$ cat src/source/cpuPkg.sv
package cpuPkg;

  // ----------------------------------------
  // Bus widths and word types
  // ----------------------------------------
  localparam int addrWidth = 16;
  localparam int dataWidth = 8;

  typedef logic [addrWidth-1:0] addr_t;
  typedef logic [dataWidth-1:0] data_t;

  // ----------------------------------------
  // One-hot cycle timing
  // ----------------------------------------
  localparam int tStateCount = 4;
  localparam int mCycleCount = 3;

  typedef logic [tStateCount-1:0] tState_t;
  typedef logic [mCycleCount-1:0] mCycle_t;

  localparam tState_t tsT1 = 4'b0001;
  localparam tState_t tsT2 = 4'b0010;
  localparam tState_t tsT3 = 4'b0100;
  localparam tState_t tsT4 = 4'b1000;  // M1 only

  localparam mCycle_t mcM1 = 3'b001;   // Opcode fetch
  localparam mCycle_t mcM2 = 3'b010;
  localparam mCycle_t mcM3 = 3'b100;

  // ----------------------------------------
  // Opcodes handled by the decoder
  // ----------------------------------------
  localparam data_t opNop  = 8'h00;
  localparam data_t opHalt = 8'h76;
  localparam data_t opDi   = 8'hF3;
  localparam data_t opEi   = 8'hFB;
  localparam data_t opJp   = 8'hC3;    // JP nn, low byte first

  // Restart addresses for the acknowledge cycles
  localparam addr_t defaultNmiVector = 16'h0066;
  localparam addr_t defaultIntVector = 16'h0038;  // Mode 1 only

endpackage
$ cat src/source/cpuIf.sv
`timescale 1ns/1ps

// Decoded controls for the opcode in the opcode register
interface decodeIf;
  logic [1:0] mCycles;  // 1 to 3
  logic       jump;
  logic       halt;
  logic       setEi;
  logic       setDi;

  modport source (output mCycles, jump, halt, setEi, setDi);
  modport sink   (input  mCycles, jump, halt, setEi, setDi);
endinterface

// Cycle timing from the sequencer
interface cycleIf;
  cpuPkg::mCycle_t mCycle;
  cpuPkg::tState_t tState;
  logic            tRes;       // Last T-state, stays high through a bus stall
  logic            fetchDone;  // Opcode register loads this clock
  logic            instrEnd;   // Last machine cycle ends this clock
  logic            intCycle;
  logic            nmiCycle;

  modport source (
    output mCycle, tState, tRes, fetchDone, instrEnd, intCycle, nmiCycle
  );
  modport sink (
    input  mCycle, tState, tRes, fetchDone, instrEnd, intCycle, nmiCycle
  );
endinterface

$ cat src/source/cpuCore.sv
`timescale 1ns/1ps

module cpuCore #(
  parameter cpuPkg::addr_t nmiVector = cpuPkg::defaultNmiVector,
  parameter cpuPkg::addr_t intVector = cpuPkg::defaultIntVector
) (
  input  logic            clk,
  input  logic            reset_n,
  input  logic            waitN,
  input  logic            intN,
  input  logic            nmiN,
  input  logic            busRqN,
  input  cpuPkg::data_t   dataIn,
  output cpuPkg::addr_t   address,
  output logic            m1N,
  output logic            haltN,
  output logic            busAckN,
  output logic            intAckN,
  output logic            intEnable,
  output cpuPkg::mCycle_t mCycle,
  output cpuPkg::tState_t tState
);

  decodeIf decBus ();
  cycleIf  cycBus ();

  cpuPkg::data_t opcode;
  logic          acceptNmi;
  logic          acceptInt;
  logic          busReqSync;

  opcodeDecoder decoder (
    .opcode (opcode),
    .cyc    (cycBus),
    .dec    (decBus)
  );

  cycleSequencer sequencer (
    .clk        (clk),
    .reset_n    (reset_n),
    .waitN      (waitN),
    .busReqSync (busReqSync),
    .acceptNmi  (acceptNmi),
    .acceptInt  (acceptInt),
    .dec        (decBus),
    .cyc        (cycBus),
    .m1N        (m1N),
    .haltN      (haltN),
    .busAckN    (busAckN),
    .intAckN    (intAckN)
  );

  interruptControl interrupts (
    .clk        (clk),
    .reset_n    (reset_n),
    .intN       (intN),
    .nmiN       (nmiN),
    .busRqN     (busRqN),
    .dec        (decBus),
    .cyc        (cycBus),
    .acceptNmi  (acceptNmi),
    .acceptInt  (acceptInt),
    .busReqSync (busReqSync),
    .intEnable  (intEnable)
  );

  addressRegisters #(
    .nmiVector (nmiVector),
    .intVector (intVector)
  ) addrRegs (
    .clk     (clk),
    .reset_n (reset_n),
    .dataIn  (dataIn),
    .dec     (decBus),
    .cyc     (cycBus),
    .opcode  (opcode),
    .address (address)
  );

  // Cycle timing visible on the pins
  assign mCycle = cycBus.mCycle;
  assign tState = cycBus.tState;

endmodule

$ cat src/source/addressRegisters.sv
`timescale 1ns/1ps

module addressRegisters #(
  parameter cpuPkg::addr_t nmiVector = cpuPkg::defaultNmiVector,
  parameter cpuPkg::addr_t intVector = cpuPkg::defaultIntVector
) (
  input  logic          clk,
  input  logic          reset_n,
  input  cpuPkg::data_t dataIn,
  decodeIf.sink         dec,
  cycleIf.sink          cyc,
  output cpuPkg::data_t opcode,
  output cpuPkg::addr_t address
);

  cpuPkg::addr_t pc;
  cpuPkg::addr_t tmpAddr;
  cpuPkg::addr_t nextAddr;
  logic          ackCycle;
  logic          jumpEnd;

  assign ackCycle = cyc.intCycle || cyc.nmiCycle;
  assign jumpEnd  = dec.jump && (cyc.mCycle == cpuPkg::mcM3);

  // ----------------------------------------
  // Address of the next machine cycle
  // ----------------------------------------
  always_comb
  begin
    if (cyc.nmiCycle)
      nextAddr = nmiVector;
    else if (cyc.intCycle)
      nextAddr = intVector;
    else if (jumpEnd)
      nextAddr = tmpAddr;
    else if (cyc.mCycle == cpuPkg::mcM2)
      nextAddr = pc + 1'b1;  // High operand byte
    else
      nextAddr = pc;
  end

  // Loads at tRes repeat harmlessly while the bus is granted away,
  // so the parked address is already the next cycle's
  always_ff @(posedge clk)
  begin
    if (!reset_n)
    begin
      pc      <= '0;
      address <= '0;
      opcode  <= cpuPkg::opNop;
    end
    else
    begin
      if (cyc.fetchDone)
      begin
        opcode <= dataIn;
        pc     <= pc + 1'b1;
      end
      if (cyc.tRes)
      begin
        address <= nextAddr;
        if (ackCycle || jumpEnd)
          pc <= nextAddr;
      end
    end
  end

  // ----------------------------------------
  // JP operand, sampled through T2
  // ----------------------------------------
  always_ff @(posedge clk)
  begin
    if (cyc.tState == cpuPkg::tsT2 && cyc.mCycle == cpuPkg::mcM2)
      tmpAddr[7:0] <= dataIn;
    if (cyc.tState == cpuPkg::tsT2 && cyc.mCycle == cpuPkg::mcM3)
      tmpAddr[15:8] <= dataIn;  // Last write is the one where waitN let go
  end

endmodule

$ cat src/source/interruptControl.sv
`timescale 1ns/1ps

module interruptControl (
  input  logic  clk,
  input  logic  reset_n,
  input  logic  intN,
  input  logic  nmiN,
  input  logic  busRqN,
  decodeIf.sink dec,
  cycleIf.sink  cyc,
  output logic  acceptNmi,
  output logic  acceptInt,
  output logic  busReqSync,
  output logic  intEnable
);

  logic intReq;
  logic nmiSyncN;
  logic nmiPrevN;
  logic nmiLatch;
  logic iff1;
  logic iff2;
  logic decodeSlot;

  // ----------------------------------------
  // Input synchronizers
  // ----------------------------------------
  always_ff @(posedge clk)
  begin
    if (!reset_n)
    begin
      intReq     <= 1'b0;
      busReqSync <= 1'b0;
      nmiSyncN   <= 1'b1;  // Idle high so reset gives no false edge
      nmiPrevN   <= 1'b1;
    end
    else
    begin
      intReq     <= !intN;
      busReqSync <= !busRqN;
      nmiSyncN   <= nmiN;
      nmiPrevN   <= nmiSyncN;
    end
  end

  // Nmi is edge triggered, held until its acknowledge cycle starts
  always_ff @(posedge clk)
  begin
    if (!reset_n)
      nmiLatch <= 1'b0;
    else if (cyc.instrEnd && acceptNmi)
      nmiLatch <= 1'b0;
    else if (nmiPrevN && !nmiSyncN)
      nmiLatch <= 1'b1;
  end

  // ----------------------------------------
  // Interrupt enable flip-flops
  // ----------------------------------------
  assign decodeSlot = (cyc.mCycle == cpuPkg::mcM1) && (cyc.tState == cpuPkg::tsT3);

  always_ff @(posedge clk)
  begin
    if (!reset_n)
    begin
      iff1 <= 1'b0;
      iff2 <= 1'b0;
    end
    else if (cyc.instrEnd && acceptNmi)
    begin
      iff1 <= 1'b0;  // iff2 keeps the state from before the nmi
    end
    else if (cyc.instrEnd && acceptInt)
    begin
      iff1 <= 1'b0;
      iff2 <= 1'b0;
    end
    else if (decodeSlot && dec.setEi)
    begin
      iff1 <= 1'b1;
      iff2 <= 1'b1;
    end
    else if (decodeSlot && dec.setDi)
    begin
      iff1 <= 1'b0;
      iff2 <= 1'b0;
    end
  end

  assign acceptNmi = nmiLatch;
  // EI holds off a request for one more instruction
  assign acceptInt = iff1 && iff2 && intReq && !nmiLatch && !dec.setEi;
  assign intEnable = iff1;

endmodule

$ cat src/source/cycleSequencer.sv
`timescale 1ns/1ps

module cycleSequencer (
  input  logic    clk,
  input  logic    reset_n,
  input  logic    waitN,
  input  logic    busReqSync,
  input  logic    acceptNmi,
  input  logic    acceptInt,
  decodeIf.sink   dec,
  cycleIf.source  cyc,
  output logic    m1N,
  output logic    haltN,
  output logic    busAckN,
  output logic    intAckN
);

  cpuPkg::mCycle_t mCycle;
  cpuPkg::tState_t tState;
  logic            haltState;
  logic            busAck;
  logic            intCycle;
  logic            nmiCycle;
  logic            lastT;
  logic            lastM;
  logic            waiting;
  logic            cycleEnd;

  // ----------------------------------------
  // End of cycle detection
  // ----------------------------------------
  always_comb
  begin
    if (mCycle == cpuPkg::mcM1)
      lastT = (tState == cpuPkg::tsT4);
    else
      lastT = (tState == cpuPkg::tsT3);

    case (dec.mCycles)
      2'd3:    lastM = (mCycle == cpuPkg::mcM3);
      2'd2:    lastM = (mCycle == cpuPkg::mcM2);
      default: lastM = (mCycle == cpuPkg::mcM1);
    endcase
  end

  assign waiting  = (tState == cpuPkg::tsT2) && !waitN;
  assign cycleEnd = lastT && !busReqSync;  // A bus request parks us at the boundary

  // ----------------------------------------
  // T-state and machine-cycle FSM
  // ----------------------------------------
  always_ff @(posedge clk)
  begin
    if (!reset_n)
    begin
      mCycle    <= cpuPkg::mcM1;
      tState    <= cpuPkg::tsT1;
      haltState <= 1'b0;
      busAck    <= 1'b0;
      intCycle  <= 1'b0;
      nmiCycle  <= 1'b0;
      m1N       <= 1'b1;
    end
    else
    begin
      busAck <= lastT && busReqSync;

      if (cycleEnd)
      begin
        tState <= cpuPkg::tsT1;
        if (lastM)
        begin
          mCycle   <= cpuPkg::mcM1;
          m1N      <= 1'b0;
          nmiCycle <= acceptNmi;   // Nmi already has priority in acceptInt
          intCycle <= acceptInt;
          // Any accepted interrupt wakes the core
          haltState <= dec.halt && !(acceptNmi || acceptInt);
        end
        else
        begin
          mCycle <= mCycle << 1;
        end
      end
      else if (!lastT && !waiting)
      begin
        tState <= tState << 1;
      end

      // m1 strobe over T1 and T2 of every M1
      if (mCycle == cpuPkg::mcM1 && tState == cpuPkg::tsT1)
        m1N <= 1'b0;
      else if (mCycle == cpuPkg::mcM1 && tState == cpuPkg::tsT2 && waitN)
        m1N <= 1'b1;
    end
  end

  assign cyc.mCycle    = mCycle;
  assign cyc.tState    = tState;
  assign cyc.tRes      = lastT;
  assign cyc.instrEnd  = cycleEnd && lastM;
  assign cyc.intCycle  = intCycle;
  assign cyc.nmiCycle  = nmiCycle;

  // No opcode read while halted or acknowledging
  assign cyc.fetchDone = (mCycle == cpuPkg::mcM1) && (tState == cpuPkg::tsT2) && waitN
                         && !haltState && !intCycle && !nmiCycle;

  assign haltN   = !haltState;
  assign busAckN = !busAck;
  assign intAckN = !intCycle;  // Maskable acknowledge only

endmodule

$ cat src/source/opcodeDecoder.sv
`timescale 1ns/1ps

module opcodeDecoder (
  input  cpuPkg::data_t opcode,
  cycleIf.sink          cyc,
  decodeIf.source       dec
);

  always_comb
  begin
    dec.mCycles = 2'd1;
    dec.jump    = 1'b0;
    dec.halt    = 1'b0;
    dec.setEi   = 1'b0;
    dec.setDi   = 1'b0;

    // Acknowledge cycles see a plain one-cycle fetch, whatever the
    // opcode register still holds from the interrupted instruction
    if (!cyc.intCycle && !cyc.nmiCycle)
    begin
      case (opcode)
        cpuPkg::opJp:
        begin
          dec.mCycles = 2'd3;  // Fetch, low byte, high byte
          dec.jump    = 1'b1;
        end
        cpuPkg::opHalt:
        begin
          dec.halt = 1'b1;
        end
        cpuPkg::opEi:
        begin
          dec.setEi = 1'b1;
        end
        cpuPkg::opDi:
        begin
          dec.setDi = 1'b1;
        end
        cpuPkg::opNop:
        begin
          dec.mCycles = 2'd1;
        end
        default:
        begin
          dec.mCycles = 2'd1;  // Unknown opcodes run as NOP
        end
      endcase
    end
  end

endmodule

$ cat config.mk
export PLATFORM = sky130hd
export DESIGN_NAME = cpuCore
export DESIGN_NICKNAME = d
export VERILOG_FILES = /design/src/source/cpuPkg.sv /design/src/source/cpuIf.sv /design/src/source/cpuCore.sv /design/src/source/addressRegisters.sv /design/src/source/interruptControl.sv /design/src/source/cycleSequencer.sv /design/src/source/opcodeDecoder.sv
export SDC_FILE = /design/constraint.sdc
export NUM_CORES = 1
export LEC_CHECK = 0
export BUFFER_PORTS_ARGS = -buffer_cell sky130_fd_sc_hd__buf_2
export CORE_MARGIN = 3
export CORE_UTILIZATION = 40
export CTS_BUF_LIST = sky130_fd_sc_hd__clkbuf_2
export CTS_CLUSTER_SIZE = 8
export DETAILED_ROUTE_END_ITERATION = 12
export PLACE_DENSITY = 0.61
export SYNTH_ARGS = -nofsm -noshare
export SYNTH_HDL_FRONTEND = slang
export SYNTH_HIERARCHICAL = 1
export SYNTH_SLANG_ARGS = --single-unit
$ cat constraint.sdc
create_clock -name clk -period 2.9 [get_ports clk]
set_input_delay 0.145 -clock clk [delete_from_list [all_inputs] [get_ports clk]]
set_output_delay 0.145 -clock clk [all_outputs]
set_load 0.1 [all_outputs]
Yosys cells after proc, flatten, opt, wreduce, memory -nomap -nowiden
Index checks and enable logic that the tools add are counted. Widths: inputs -> output; s select.

Reduce and logical (&&, ||, !) cells: 53. Add/sub/neg operators: 1. Bitwise logic cells: 2. Equality and inequality tests: 13. Multiplexer cells: 27.

Operator list (count): $mux 16 (7); $logic_and 1x1->1 (26); $eq 8x8->1 const B (3); $add 16x1->16 const B (1); $mux 1 (16); $logic_not 1->1 (14); $reduce_bool 3->1 (3); $eq 8x7->1 const B (1); $reduce_and 2->1 (3); $eq 2x2->1 const B (2); $eq 4x1->1 const B (1); $eq 4x2->1 const B (1); $eq 4x3->1 const B (1); $eq 4x4->1 const B (1); $mux 2 (2); $reduce_or 2->1 (2); $eq 3x1->1 const B (1); $eq 3x2->1 const B (1); $eq 3x3->1 const B (1); $logic_or 1x1->1 (3); $mux 3 (1); $reduce_or 3->1 (1); $not 1->1 (2); $pmux 1 s2 (1); $reduce_bool 2->1 (1).

Output and inout port bits: 28. Word-level logic and storage cells: 115. Flip-flop bits (word level): 75.

Depth between registers and ports, before layout
Gate-level depths: netlist of the first run.

Depth in word-level cells: 9. Mapped depth: 9. Depth with buffers taken out: 8.

By module
The synthesis of the first run kept the hierarchy.

By module, submodules not included: addressRegisters (cells an instance 297, area each 2716.4 sq um, seq. area each 1281.2 sq um, times used 1); cycleSequencer (cells an instance 70, area each 619.3 sq um, seq. area each 240.2 sq um, times used 1); interruptControl (cells an instance 29, area each 295.3 sq um, seq. area each 140.1 sq um, times used 1); opcodeDecoder (cells an instance 13, area each 111.4 sq um, seq. area each 0.0 sq um, times used 1).

Worst setup path before layout of the first run
OpenSTA, ideal clock, no wires.

Path kind: register to register. Start: reg sequencer.tState[1], in the netlist sequencer/cyc.tState[1]. End: reg addrRegs.tmpAddr[10], enable pin. Stages on the path, launching flop included: 3. Data required time: 2502 ps. Data arrival time: 2586 ps. Slack: -84 ps. Path through: dfxtp_1 -> or4b_2 -> nor4b_1.

Word-level cells in the longest chain between the ends: 2.

RTL lines: start, declared (RTL line cycleSequencer.sv:19) `cpuPkg::tState_t tState;`; start signal, assigned (RTL line cycleSequencer.sv:57) `tState <= cpuPkg::tsT1;`; start signal, assigned (RTL line cycleSequencer.sv:70) `tState <= cpuPkg::tsT1;`; start signal, assigned (RTL line cycleSequencer.sv:87) `tState <= tState << 1;`; $eq 4x2->1 (RTL line addressRegisters.sv:75) `if (cyc.tState == cpuPkg::tsT2 && cyc.mCycle == cpuPkg::mcM3)`; $logic_and 1x1->1 (RTL line addressRegisters.sv:75); end signal, assigned (RTL line addressRegisters.sv:76) `tmpAddr[15:8] <= dataIn;`; end, declared (RTL line addressRegisters.sv:17) `cpuPkg::addr_t tmpAddr;`.

Every way passes these cells. A chain may end at the register's enable or synchronous reset.

Worst setup path in the final report of the first run
Start: reg sequencer.intCycle, in the netlist sequencer/cyc.intCycle. End: reg interrupts.nmiLatch, in the netlist interrupts/acceptNmi.

Word-level cells in the longest chain between the ends: 8. Elaborated cells on any way between the ends: 9. Classes of those cells: eq/ne (2); mux (2); reduce/logical (5).

RTL lines: start, declared (RTL line cycleSequencer.sv:22) `logic intCycle;`; start signal, assigned (RTL line cycleSequencer.sv:76) `intCycle <= acceptInt;`; $logic_not 1->1 * (RTL line opcodeDecoder.sv:19) `if (!cyc.intCycle && !cyc.nmiCycle)`; $logic_and 1x1->1 * (RTL line opcodeDecoder.sv:19); $mux 2 * (RTL line opcodeDecoder.sv:19); $eq 2x2->1 (RTL line cycleSequencer.sv:39) `case (dec.mCycles)`; $pmux 1 s2 * (RTL line cycleSequencer.sv:39); $logic_and 1x1->1 * (RTL line cycleSequencer.sv:101) `assign cyc.instrEnd = cycleEnd && lastM;`; named net cycBus.instrEnd (RTL line cpuIf.sv:21) `logic instrEnd;`; $logic_and 1x1->1 * (RTL line interruptControl.sv:51) `else if (cyc.instrEnd && acceptNmi)`; $reduce_or 2->1 (no source line) *; end signal, assigned (RTL line interruptControl.sv:50) `nmiLatch <= 1'b0;`; end signal, assigned (RTL line interruptControl.sv:52) `nmiLatch <= 1'b0;`; end signal, assigned (RTL line interruptControl.sv:54) `nmiLatch <= 1'b1;`; end, declared (RTL line interruptControl.sv:20) `logic nmiLatch;`.

The timed path passes the listed nets; every way through them passes the cells marked *.

==> impl_metrics.yaml, run 1 <==
grt:
  grt_use_met3: 0.03857
  grt_pass1_wl_mm: 15.39
  antenna_found_initial: 0
  met1_usage: 0.2761
  busiest_layer: "met1"
  grt_pass1_vias: 2955
  met2_usage: 0.2746
  grt_max_degree: 37
  grt_usage: 0.1877
  grt_overflow: 0
place:
  dp_hpwl_mm: 6.597
  io_buffers: 41
  gp_congestion: 0.8731
  dpl.cell_count: 546
synthesis:
  ys_seq_area_frac: 0.4440
  synthFlopType: "dfxtp_1"
  yosys-top-cells-count: "dfxtp_1, nand2_1, nor2_1"
  netlist_area_sq_um: 3742
  synth-seq-cells: 75
  yosysTopAreaCell: "dfxtp_1"
  synth-edff-count: 16
  netlist_instances: 409
  netlist_top_cells_area: "dfxtp_1, edfxtp_1, nand2_1, xor2_1, mux2i_1"
  synthArstFlopShare: 0
  syn_area_per_cell_sq_um: 9.150
  ys_warn_count: 6
  syn-num-nets: 424
  synth_cell_type_count: 64
  synth.most_common_cell: "dfxtp_1"
  synth.top_cell.area_share: 0.3156
layout:
  antennaDiodeCount: 0
  drive_above_1_share: 0.1991
  nets: 477
  area_growth_pct: 16.18
  fillers: 840
  final_cells: 575
  multi_input_area_sq_um: 1938
  ff_latch_area_sq_um: 1663
die:
  ios: 42
  fp-row-count: 34
  design.core.area_sq_um: 8891
  die_h_um: 102.7
  design.die.area_sq_um: 10550
  dieWidth_um: 102.7
  initial_core_util: 0.4209
clock_tree:
  cts.sinks: 75
  postCtsSetupBuffers: 0
  clk_pin_slew_worst_paths_ps: 190
  cts_tree: "yes"
  clock_path_buffers: 2
  cts-hold-fix-buffers: 13
  clk-insertion-delay-late_ps: 540
  cts_buffers: 9
  post_cts_resized: 0
  cts-root-buf: "clkbuf_2"
  cts_max_level: 3
detailed_routing:
  vias_per_cell: 5.534
  wl_mm: 9.463
  ant_nets: 0
  wl_per_cell_um: 16.46
  vias: 3182
  drtIter0Drc: 222
  dr.pass1.iters: 4
  drc: 0
setup_path:
  cp-end-kind: "flip-flop"
  start_kind: "flip-flop"
  critPathArrivalTime_ps: 2900
  crit_type: "reg -> reg"
  crit_fanout: 12
  path_cells: "nand4bb_4 > nor3_2 > nor2b_1 > a311oi_1 > a2111oi_4 > buf_4 > nor2b_1 > o21a_1"
  cpPeakStageDelay_ps: 470
  cp_slowest_cell: "dfxtp_1"
  cp.required_ps: 3330
  crit_top_cell: "nor2b_1"
timing:
  rsz0062_at_grt: "false"
  tns_ps: 0
  worst_pin_slew_ps: 709.1
  report.final.slew_viol_count: 0
  min_period_ps: 2464
  fmax_mhz: 405.8
  slew_headroom: 0.5255
  min_period_over_period: 0.8497
  hold_violations: 0
  setup_viol_count_final: 0
  fin_worst_skew_ps: 34.00
job:
  maxCapViolCount: 0
power:
  powerDensity_nw_per_um2: 445.8
  vdd_ir_drop_max_mv: 0.2945
  p_leak_uw: 0.001628
  power_uw: 1938
run_status:
  status: "completed"
worst_hold_path:
  hold_class: "in -> reg"
==> worst max-delay path, delay by kind of cell (launching register included) <==
family	cells	cell delay (ps)
DFF	1	470
AOI/OAI and AO/OA	3	740
buffers and inverters	1	220
and+or+nand+nor	4	960
==> flip-flops by register name (all words and copies together), names as in the netlist, 3 cells and up <==
name                  cells
addrRegs/opcode           8
addrRegs/pc              16
addrRegs/tmpAddr         16
sequencer/cyc.mCycle      3
addrRegs/address         16
sequencer/cyc.tState      4
==> through the flow <==
step | utilization | hold WS [ps] | worst slack, ps | area, sq um
after detailed placement | 0.4598 | 303.2 | 527.7 | 4088
after floorplan | - | 216.6 | 14.74 | 3750
after CTS | 0.4890 | 229.0 | 480.5 | 4348
after global placement | 0.4598 | 299.9 | 618.6 | 4088
final | 0.4890 | 287.0 | 435.8 | 4348
after global routing | 0.4890 | 243.6 | 276.5 | 4348
==> per-layer routing <==
metal | part of all wire | wire length (um) | vias to the layer above
li1 | - | - | 1580
met1 | 0.48 | 4514 | 1479
met2 | 0.45 | 4219 | 118
met3 | 0.070 | 667 | 5
met4 | 0.0066 | 62 | 0
met5 | 0 | 0 | -
==> worst paths after layout <==
path	start	end	slack [ps]	depth (start not counted)
setup / recovery	sequencer/cyc.intCycle$_SDFFE_PN0P_	interrupts/acceptNmi$_SDFFE_PP0P_	440	8
hold / removal	intN	interrupts/intReq$_SDFF_PN0_	290	3
setup reg to reg	sequencer/cyc.intCycle$_SDFFE_PN0P_	interrupts/acceptNmi$_SDFFE_PP0P_	440	8
hold reg to reg	interrupts/nmiSyncN$_SDFF_PN1_	interrupts/nmiPrevN$_SDFF_PN1_	460	1
==> cell usage in the layout (no fill, tap or decap), drive strengths merged, types with 2 or more instances in the layout <==
cell type    Yosys  layout
bufinv           0       2
o22ai            2       2
nor2b            5       5
o211ai           8       8
and3            10      10
o21a             2       2
or4b             2       2
nor4b            5       5
dlygate4sd3      0      13
dfxtp           59      59
buf             12      56
mux2i           15      15
nor3            11      11
nand2           50      50
a41oi            6       6
o21ai           29      29
nor3b            5       5
or3              6       6
clkinv           0       3
nor4             3       3
nand3b           5       5
xnor2            3       3
nand4           12      12
inv              9       9
o31ai            2       2
nor2            30      30
a31oi            5       5
a311oi           2       2
xor2            19      19
nand2b           6       6
clkbuf          15      10
edfxtp          16      16
nand4bb          2       2
a21oi           10      10
nand3           27      27
==> kinds of logic after synthesis <==
| kind of cell | after synthesis | synth area share |
|---|---|---|
| buffers and inverters | 36 | 0.04146 |
| adders and majority gates | 1 | 0.003343 |
| and+or+nand+nor | 184 | 0.2832 |
| DFF | 75 | 0.4440 |
| AOI/OAI and AO/OA | 75 | 0.1354 |
| muxes | 15 | 0.04012 |
| other | 1 | 0.001002 |
| xor gates and xnor gates | 22 | 0.05149 |
==> layout make-up <==
class | count | share of cell area
flip-flops and latches | 75 | 0.3824
clock buffers | 10 | 0.01151
inverters | 9 | 0.007770
well taps | 108 | 0.03108
clock inverters | 6 | 0.01842
repair buffers | 69 | 0.1030
multi-input cells | 298 | 0.4458
==> report_power, final <==
| part | switching, uW | internal, uW | total (uW) |
|---|---|---|---|
| combinational | 123 | 53.5 | 177 |
| sequential | 19.8 | 1080 | 1100 |
| clock | 377 | 282 | 659 |
| total | 520 | 1420 | 1940 |
Power figures use the tool's default switching activity.
==> inputs of run 2 (changes only) <==
--- a/config.mk
+++ b/config.mk
@@ -5,6 +5,7 @@
 export SDC_FILE = /design/constraint.sdc
 export NUM_CORES = 1
 export LEC_CHECK = 0
+export ABC_AREA = 1
 export BUFFER_PORTS_ARGS = -buffer_cell sky130_fd_sc_hd__buf_2
 export CORE_MARGIN = 3
 export CORE_UTILIZATION = 40
==> constraint.sdc (replaced) <==
create_clock -name clk -period 2.5 [get_ports clk]
set_input_delay 0.125 -clock clk [delete_from_list [all_inputs] [get_ports clk]]
set_output_delay 0.125 -clock clk [all_outputs]
set_load 0.1 [all_outputs]
==> run 2 against run 1 <==
  * First-iteration DRC count grew 4.5%
  * Sequential cell count is the same
  * Area after synthesis increased by 8.7%
  * Largest cell class unchanged
  * Clock skew rose by 11 ps
  * Critical path type unchanged
  * Synthesized cell count increased by 43%
  * Hold slack got worse by 42 ps
  * Fmax grew 21%
  * Clock-buffer cell count is 1 lower
  * Critical path depth grew 4
==> impl_metrics.yaml, run 2 <==
run_status:
  status: "completed"
power:
  p_int_uw: 1701
  p_seq_frac: 0.524
  power_uw: 2496
  p_clk_frac: 0.324
  p_leak_uw: 0.002051
  power_switching_share: 0.3182
  vdd_ir_drop_max_mv: 0.2558
  p_switching_uw: 794.1
  powerDensity_nw_per_um2: 533.6
  comb_power_share: 0.152
setup_path:
  r2r-end: "addrRegs/pc[6]$_SDFF_PN0_"
  reg2reg_slack_ps: 460
  reg2reg_depth: 12
  cp.required_ps: 2940
  crit_fanout: 22
  start_kind: "flip-flop"
  cp-end-kind: "flip-flop"
  crit_type: "reg -> reg"
  critPathArrivalTime_ps: 2490
  r2r-start: "sequencer/cyc.tState[3]$_SDFFE_PP0P_"
synthesis:
  netlist_top_cells_area: "dfxtp_1, nand2_1, edfxtp_1, nor2_1, o21ai_0"
  synthFlopType: "dfxtp_1"
  synthArstFlopShare: 0
  yosysTopAreaCell: "dfxtp_1"
  syn-num-nets: 599
  syn_area_per_cell_sq_um: 6.965
  synth.top_cell.area_share: 0.2904
  ys_warn_count: 6
  synth-edff-count: 16
  ys_seq_area_frac: 0.4085
  synth-seq-cells: 75
  yosys-top-cells-count: "nand2_1, nor2_1, inv_1"
  netlist_area_sq_um: 4068
  synth.most_common_cell: "nand2_1"
  synth_cell_type_count: 39
  netlist_instances: 584
detailed_routing:
  wl_per_cell_um: 14.18
  vias: 3946
  drc: 0
  vias_per_cell: 5.092
  ant_nets: 0
  dr.pass1.iters: 7
  wl_mm: 10.99
  drtIter0Drc: 232
place:
  placed_cell_area_sq_um: 4403
  gp_congestion: 0.8976
  preCtsSetupSlack_ps: 508.9
  dp_hpwl_mm: 7.906
  io_buffers: 41
timing:
  fin_worst_skew_ps: 45.19
  worst_pin_slew_ps: 739.8
  slew_headroom: 0.5050
  setup_viol_count_final: 0
  rsz0062_at_grt: "false"
  hold_violations: 0
  fin_ws_ps: 456.9
  min_period_over_period: 0.8172
  min_period_ps: 2043
  tns_ps: 0
  report.final.slew_viol_count: 0
  fmax_mhz: 489.5
clock_tree:
  cts_buffers: 9
  clk_pin_slew_worst_paths_ps: 250
  cts-root-buf: "clkbuf_2"
  cts_tree: "yes"
  cts-hold-fix-buffers: 13
  post_cts_resized: 0
  postCtsSetupBuffers: 0
  cts.sinks: 75
  cts_max_level: 3
  clk-insertion-delay-late_ps: 530
  clock_path_buffers: 2
layout:
  multi_input_area_sq_um: 2014
  post-route-util: 0.4763
  final_area_sq_um: 4677
  biggestRegsByFlops: "addrRegs/address: 16 flops, addrRegs/pc: 16 flops, addrRegs/tmpAddr: 16 flops"
  antennaDiodeCount: 0
  area_growth_pct: 14.98
  final_cell_mix: "nand2_1, nor2_1, inv_1"
  ff_latch_area_sq_um: 1669
  drive_above_1_share: 0.1776
  nets: 652
  mostFrequentLayoutCell: "nand2_1"
  fillers: 1062
worst_hold_path:
  min_to: "interrupts/intReq$_SDFF_PN0_"
  hold_path_depth: 3
  hold_start: "intN"
  hold_class: "in -> reg"
job:
  maxCapViolCount: 0
die:
  design.die.area_sq_um: 11410
  fp-row-count: 36
  die_h_um: 106.8
  ios: 42
  design.core.area_sq_um: 9819
  initial_core_util: 0.4142
  dieWidth_um: 106.8
grt:
  grt_usage: 0.2024
  grt_overflow: 0
  grt_max_degree: 35
  antenna_found_initial: 0
  grt_pass1_vias: 3861
  grt_pass1_wl_mm: 18.44
[run 2: critical path, stage by stage, from the launching register on]
cell and delay (ps):
dfxtp_2 420, nor2_2 210, nand2_1 70, nor2_1 120
nand3_1 140, nor4_2 210, buf_4 330, nand3_1 110
nand2_1 90, nand2_1 50, nand2_1 50, nand2_1 50
a21oi_1 120
[run 2: layout make-up]
class                      count  area share
multi-input combinational    415      0.4307
sequential                    75      0.3569
timing repair buffer          64     0.08775
inverter                      72     0.05832
tap                          133     0.03558
clock inverter                 7     0.02113
clock buffer                   9    0.009631
[run 2: cell families after synthesis]
| family | count (synthesis) | synth area share |
|---|---|---|
| adders and majority gates | 1 | 0.003075 |
| other | 1 | 0.0009219 |
| DFF | 75 | 0.4085 |
| AOI/OAI and AO/OA | 105 | 0.1369 |
| xor gates and xnor gates | 4 | 0.008614 |
| and+or+nand+nor | 304 | 0.3442 |
| buffers and inverters | 94 | 0.09781 |
[run 2: metal layers]
| layer | part of all wire | track usage | up-vias | wire length (um) |
|---|---|---|---|---|
| met5 | 0 | 0 | - | 0 |
| met4 | 0.034 | 0.09772 | 0 | 371 |
| met3 | 0.055 | 0.04696 | 27 | 600 |
| met2 | 0.50 | 0.3489 | 140 | 5467 |
| met1 | 0.41 | 0.2361 | 1796 | 4551 |
| li1 | - | - | 1983 | - |
[run 2: power by group through the flow]
| stage | combinational [uW] | sequential [uW] | clock, uW |
|---|---|---|---|
| after global placement | 363 | 1330 | 0 |
| final | 380 | 1310 | 809 |
| after CTS | 382 | 1310 | 836 |
| after global routing | 411 | 1310 | 889 |
| after detailed placement | 366 | 1330 | 0 |
| after floorplan | 144 | 1470 | 0 |
[run 2: stage by stage]
step	cells	hold WS [ps]
finish	775	244.9
global route	775	190.9
CTS	775	209.5
detailed placement	746	286.9
global placement	746	285.8
floorplan	584	193.7
[run 2: worst max path at each step]
| stage | endpoint | start | slack [ps] | depth (start not counted) |
|---|---|---|---|---|
| 6_report | addrRegs/pc[6]$_SDFF_PN0_ | sequencer/cyc.tState[3]$_SDFFE_PP0P_ | 460 | 12 |
| 3_5_place_dp | addrRegs/pc[11]$_SDFF_PN0_ | sequencer/cyc.nmiCycle$_SDFFE_PN0P_ | 510 | 10 |
| 4_1_cts | addrRegs/pc[6]$_SDFF_PN0_ | sequencer/cyc.tState[3]$_SDFFE_PP0P_ | 450 | 12 |
| 3_3_place_gp | addrRegs/pc[11]$_SDFF_PN0_ | sequencer/cyc.nmiCycle$_SDFFE_PN0P_ | 550 | 10 |
| 5_1_grt | addrRegs/pc[6]$_SDFF_PN0_ | sequencer/cyc.tState[3]$_SDFFE_PP0P_ | 230 | 12 |
| 2_1_floorplan | addrRegs/pc[2]$_SDFF_PN0_ | sequencer/cyc.mCycle[0]$_SDFFE_PN1P_ | 80 | 8 |
==> inputs of run 3 (changes only) <==
--- a/config.mk
+++ b/config.mk
@@ -12,7 +12,7 @@
 export CTS_BUF_LIST = sky130_fd_sc_hd__clkbuf_2
 export CTS_CLUSTER_SIZE = 8
 export DETAILED_ROUTE_END_ITERATION = 12
-export PLACE_DENSITY = 0.61
+export PLACE_DENSITY = 0.63
 export SYNTH_ARGS = -nofsm -noshare
 export SYNTH_HDL_FRONTEND = slang
 export SYNTH_HIERARCHICAL = 1
==> constraint.sdc (replaced) <==
create_clock -name clk -period 1.81 [get_ports clk]
set_input_delay 0.0905 -clock clk [delete_from_list [all_inputs] [get_ports clk]]
set_output_delay 0.0905 -clock clk [all_outputs]
set_load 0.1 [all_outputs]
==> run 3 against run 2 <==
  * Routed wire length up 1.2%
  * Clock-buffer cell count unchanged
  * Hold slack improved by 49 ps
  * Total power rose by 33%
  * First-iteration DRC count down 28%
  * Sequential share of layout area decreased by 2.5 points
  * Fmax grew 17%
  * Via count increased by 1.8%
  * Core utilization up 4.2 points
  * Final cell count up 3.7%
==> impl_metrics.yaml, run 3 (synthesized netlist as in run 2, its figures left out) <==
clock_tree:
  cts_buffers: 9
  clk-insertion-delay-late_ps: 550
  clk_pin_slew_worst_paths_ps: 190
  cts_tree: "yes"
  cts.sinks: 75
  cts-root-buf: "clkbuf_2"
  cts_max_level: 3
  clock_path_buffers: 2
place:
  preCtsSetupSlack_ps: 20.33
  gp_congestion: 0.9090
  io_buffers: 41
  dp_hpwl_mm: 7.971
timing:
  report.final.slew_viol_count: 0
  fin_ws_ps: 62.83
  setup_viol_count_final: 0
  min_period_ps: 1747
  fmax_mhz: 572.4
  min_period_over_period: 0.9653
  tns_ps: 0
  rsz0062_at_grt: "true"
  fin_worst_skew_ps: 47.43
  hold_violations: 0
setup_path:
  r2r-start: "sequencer/cyc.intCycle$_SDFFE_PN0P_"
  cp_slowest_cell: "dfxtp_2"
  crit_type: "reg -> reg"
  reg2reg_slack_ps: 60
  cp-end-kind: "flip-flop"
  crit_top_cell: "nand2_1"
  r2r-end: "interrupts/iff2$_SDFFE_PN0P_"
  cpPeakStageDelay_ps: 380
  reg2reg_depth: 15
  path_cells: "nor2_4 > nand3_2 > nor2_4 > buf_4 > nand2_1 > nor2_1 > nand2_1 > nand2_2 > nand3_4 > inv_4 > nand3_1 > nand2_1 > nand2_1 > nand2_1 > nand2_1"
  critPathArrivalTime_ps: 2180
  start_kind: "flip-flop"
  cp.required_ps: 2240
  crit_fanout: 4
grt:
  grt_pass1_vias: 3765
  grt_pass1_wl_mm: 17.75
  antenna_found_initial: 0
  grt_usage: 0.1969
  grt_max_degree: 35
  grt_overflow: 0
detailed_routing:
  drtIter0Drc: 167
  vias_per_cell: 4.998
  dr.pass1.iters: 5
  wl_mm: 11.12
  wl_per_cell_um: 13.83
  ant_nets: 0
  drc: 0
  vias: 4018
power:
  p_leak_uw: 0.002236
  powerDensity_nw_per_um2: 653.7
  power_uw: 3330
  vdd_ir_drop_max_mv: 0.3430
worst_hold_path:
  hold_path_depth: 3
  min_to: "interrupts/nmiSyncN$_SDFF_PN1_"
  hold_class: "in -> reg"
  hold_start: "nmiN"
layout:
  mostFrequentLayoutCell: "nand2_1"
  final_cell_mix: "nand2_1, nor2_1, inv_1"
  antennaDiodeCount: 0
  area_growth_pct: 25.22
  drive_above_1_share: 0.2504
  biggestRegsByFlops: "addrRegs/address: 16 flops, addrRegs/pc: 16 flops, addrRegs/tmpAddr: 16 flops"
  post-route-util: 0.5187
  nets: 681
die:
  design.die.area_sq_um: 11410
  ios: 42
  fp-row-count: 36
  design.core.area_sq_um: 9819
  initial_core_util: 0.4142
  dieWidth_um: 106.8
  die_h_um: 106.8
job:
  maxCapViolCount: 0
run_status:
  status: "completed"
==> run 3: cell count changes in the layout (fill, tap and decap cells not counted), moves of 7 or more <==
cell	before	now
a21oi_1	37	29
a21oi_2	4	11
buf_4	10	29
dfxtp_4	0	7
o21ai_0	52	41
o21ai_1	5	16
==> run 3: final cells by class <==
| cell class | count | area [sq um] |
|---|---|---|
| fillers | 984 | 4726 |
| multi-input cells | 415 | 2126 |
| flip-flops and latches | 75 | 1693 |
| repair buffers | 93 | 716.9 |
| inverters | 72 | 279.0 |
| well taps | 133 | 166.4 |
| clock inverters | 7 | 67.56 |
| clock buffers | 9 | 45.04 |
==> run 3: repair_timing <==
item,CTS,global route
hold endpoints to repair,38,0
cloned,0,2
setup buffers,0,5
hold buffers,15,0
endpoints found under the setup margin,2,26
pin swaps,0,9
resized for setup,3,38
==> run 3: power by group <==
part	leakage (uW)	internal, uW	total (uW)	switching [uW]
clock	0.0000657	314	948	634
combinational	0.00154	163	589	426
sequential	0.000629	1750	1790	39.7
total	0.00224	2230	3330	1100
==> run 3: worst max path at each step <==
stage | startpoint | slack, ps | end | cells past startpoint
final | sequencer/cyc.intCycle$_SDFFE_PN0P_ | 60 | interrupts/iff2$_SDFFE_PN0P_ | 15
after global routing | sequencer/cyc.intCycle$_SDFFE_PN0P_ | -100 | interrupts/iff2$_SDFFE_PN0P_ | 15
after CTS | addrRegs/opcode[3]$_SDFFE_PN0P_ | 10 | interrupts/iff2$_SDFFE_PN0P_ | 15
after detailed placement | sequencer/cyc.nmiCycle$_SDFFE_PN0P_ | 20 | interrupts/iff2$_SDFFE_PN0P_ | 15
after global placement | sequencer/cyc.tState[3]$_SDFFE_PP0P_ | 50 | addrRegs/pc[6]$_SDFF_PN0_ | 12
after floorplan | sequencer/cyc.tState[3]$_SDFFE_PP0P_ | -90 | addrRegs/pc[2]$_SDFF_PN0_ | 9
==> run 3: critical path: cells and delay by family (launching register included) <==
family,cells,cell delay (ps)
simple gates,13,1100
buf+inv,2,210
flops,1,380
==> run 3: through the flow <==
| step | cells | area (sq um) | hold slack, ps |
|---|---|---|---|
| 2_1_floorplan | 584 | 4143 | 159.2 |
| 3_5_place_dp | 766 | 4638 | 248.4 |
| 5_1_grt | 804 | 5094 | 243.6 |
| 4_1_cts | 797 | 4912 | 269.7 |
| 6_report | 804 | 5094 | 294.0 |
| 3_3_place_gp | 766 | 4638 | 247.5 |
==> run 3: routing by layer <==
metal	wire, um	vias to the layer above	global-route usage
li1	-	2041	-
met1	4600	1840	0.2268
met2	5597	112	0.3485
met3	540	25	0.04816
met4	380	0	0.08037
met5	0	-	0
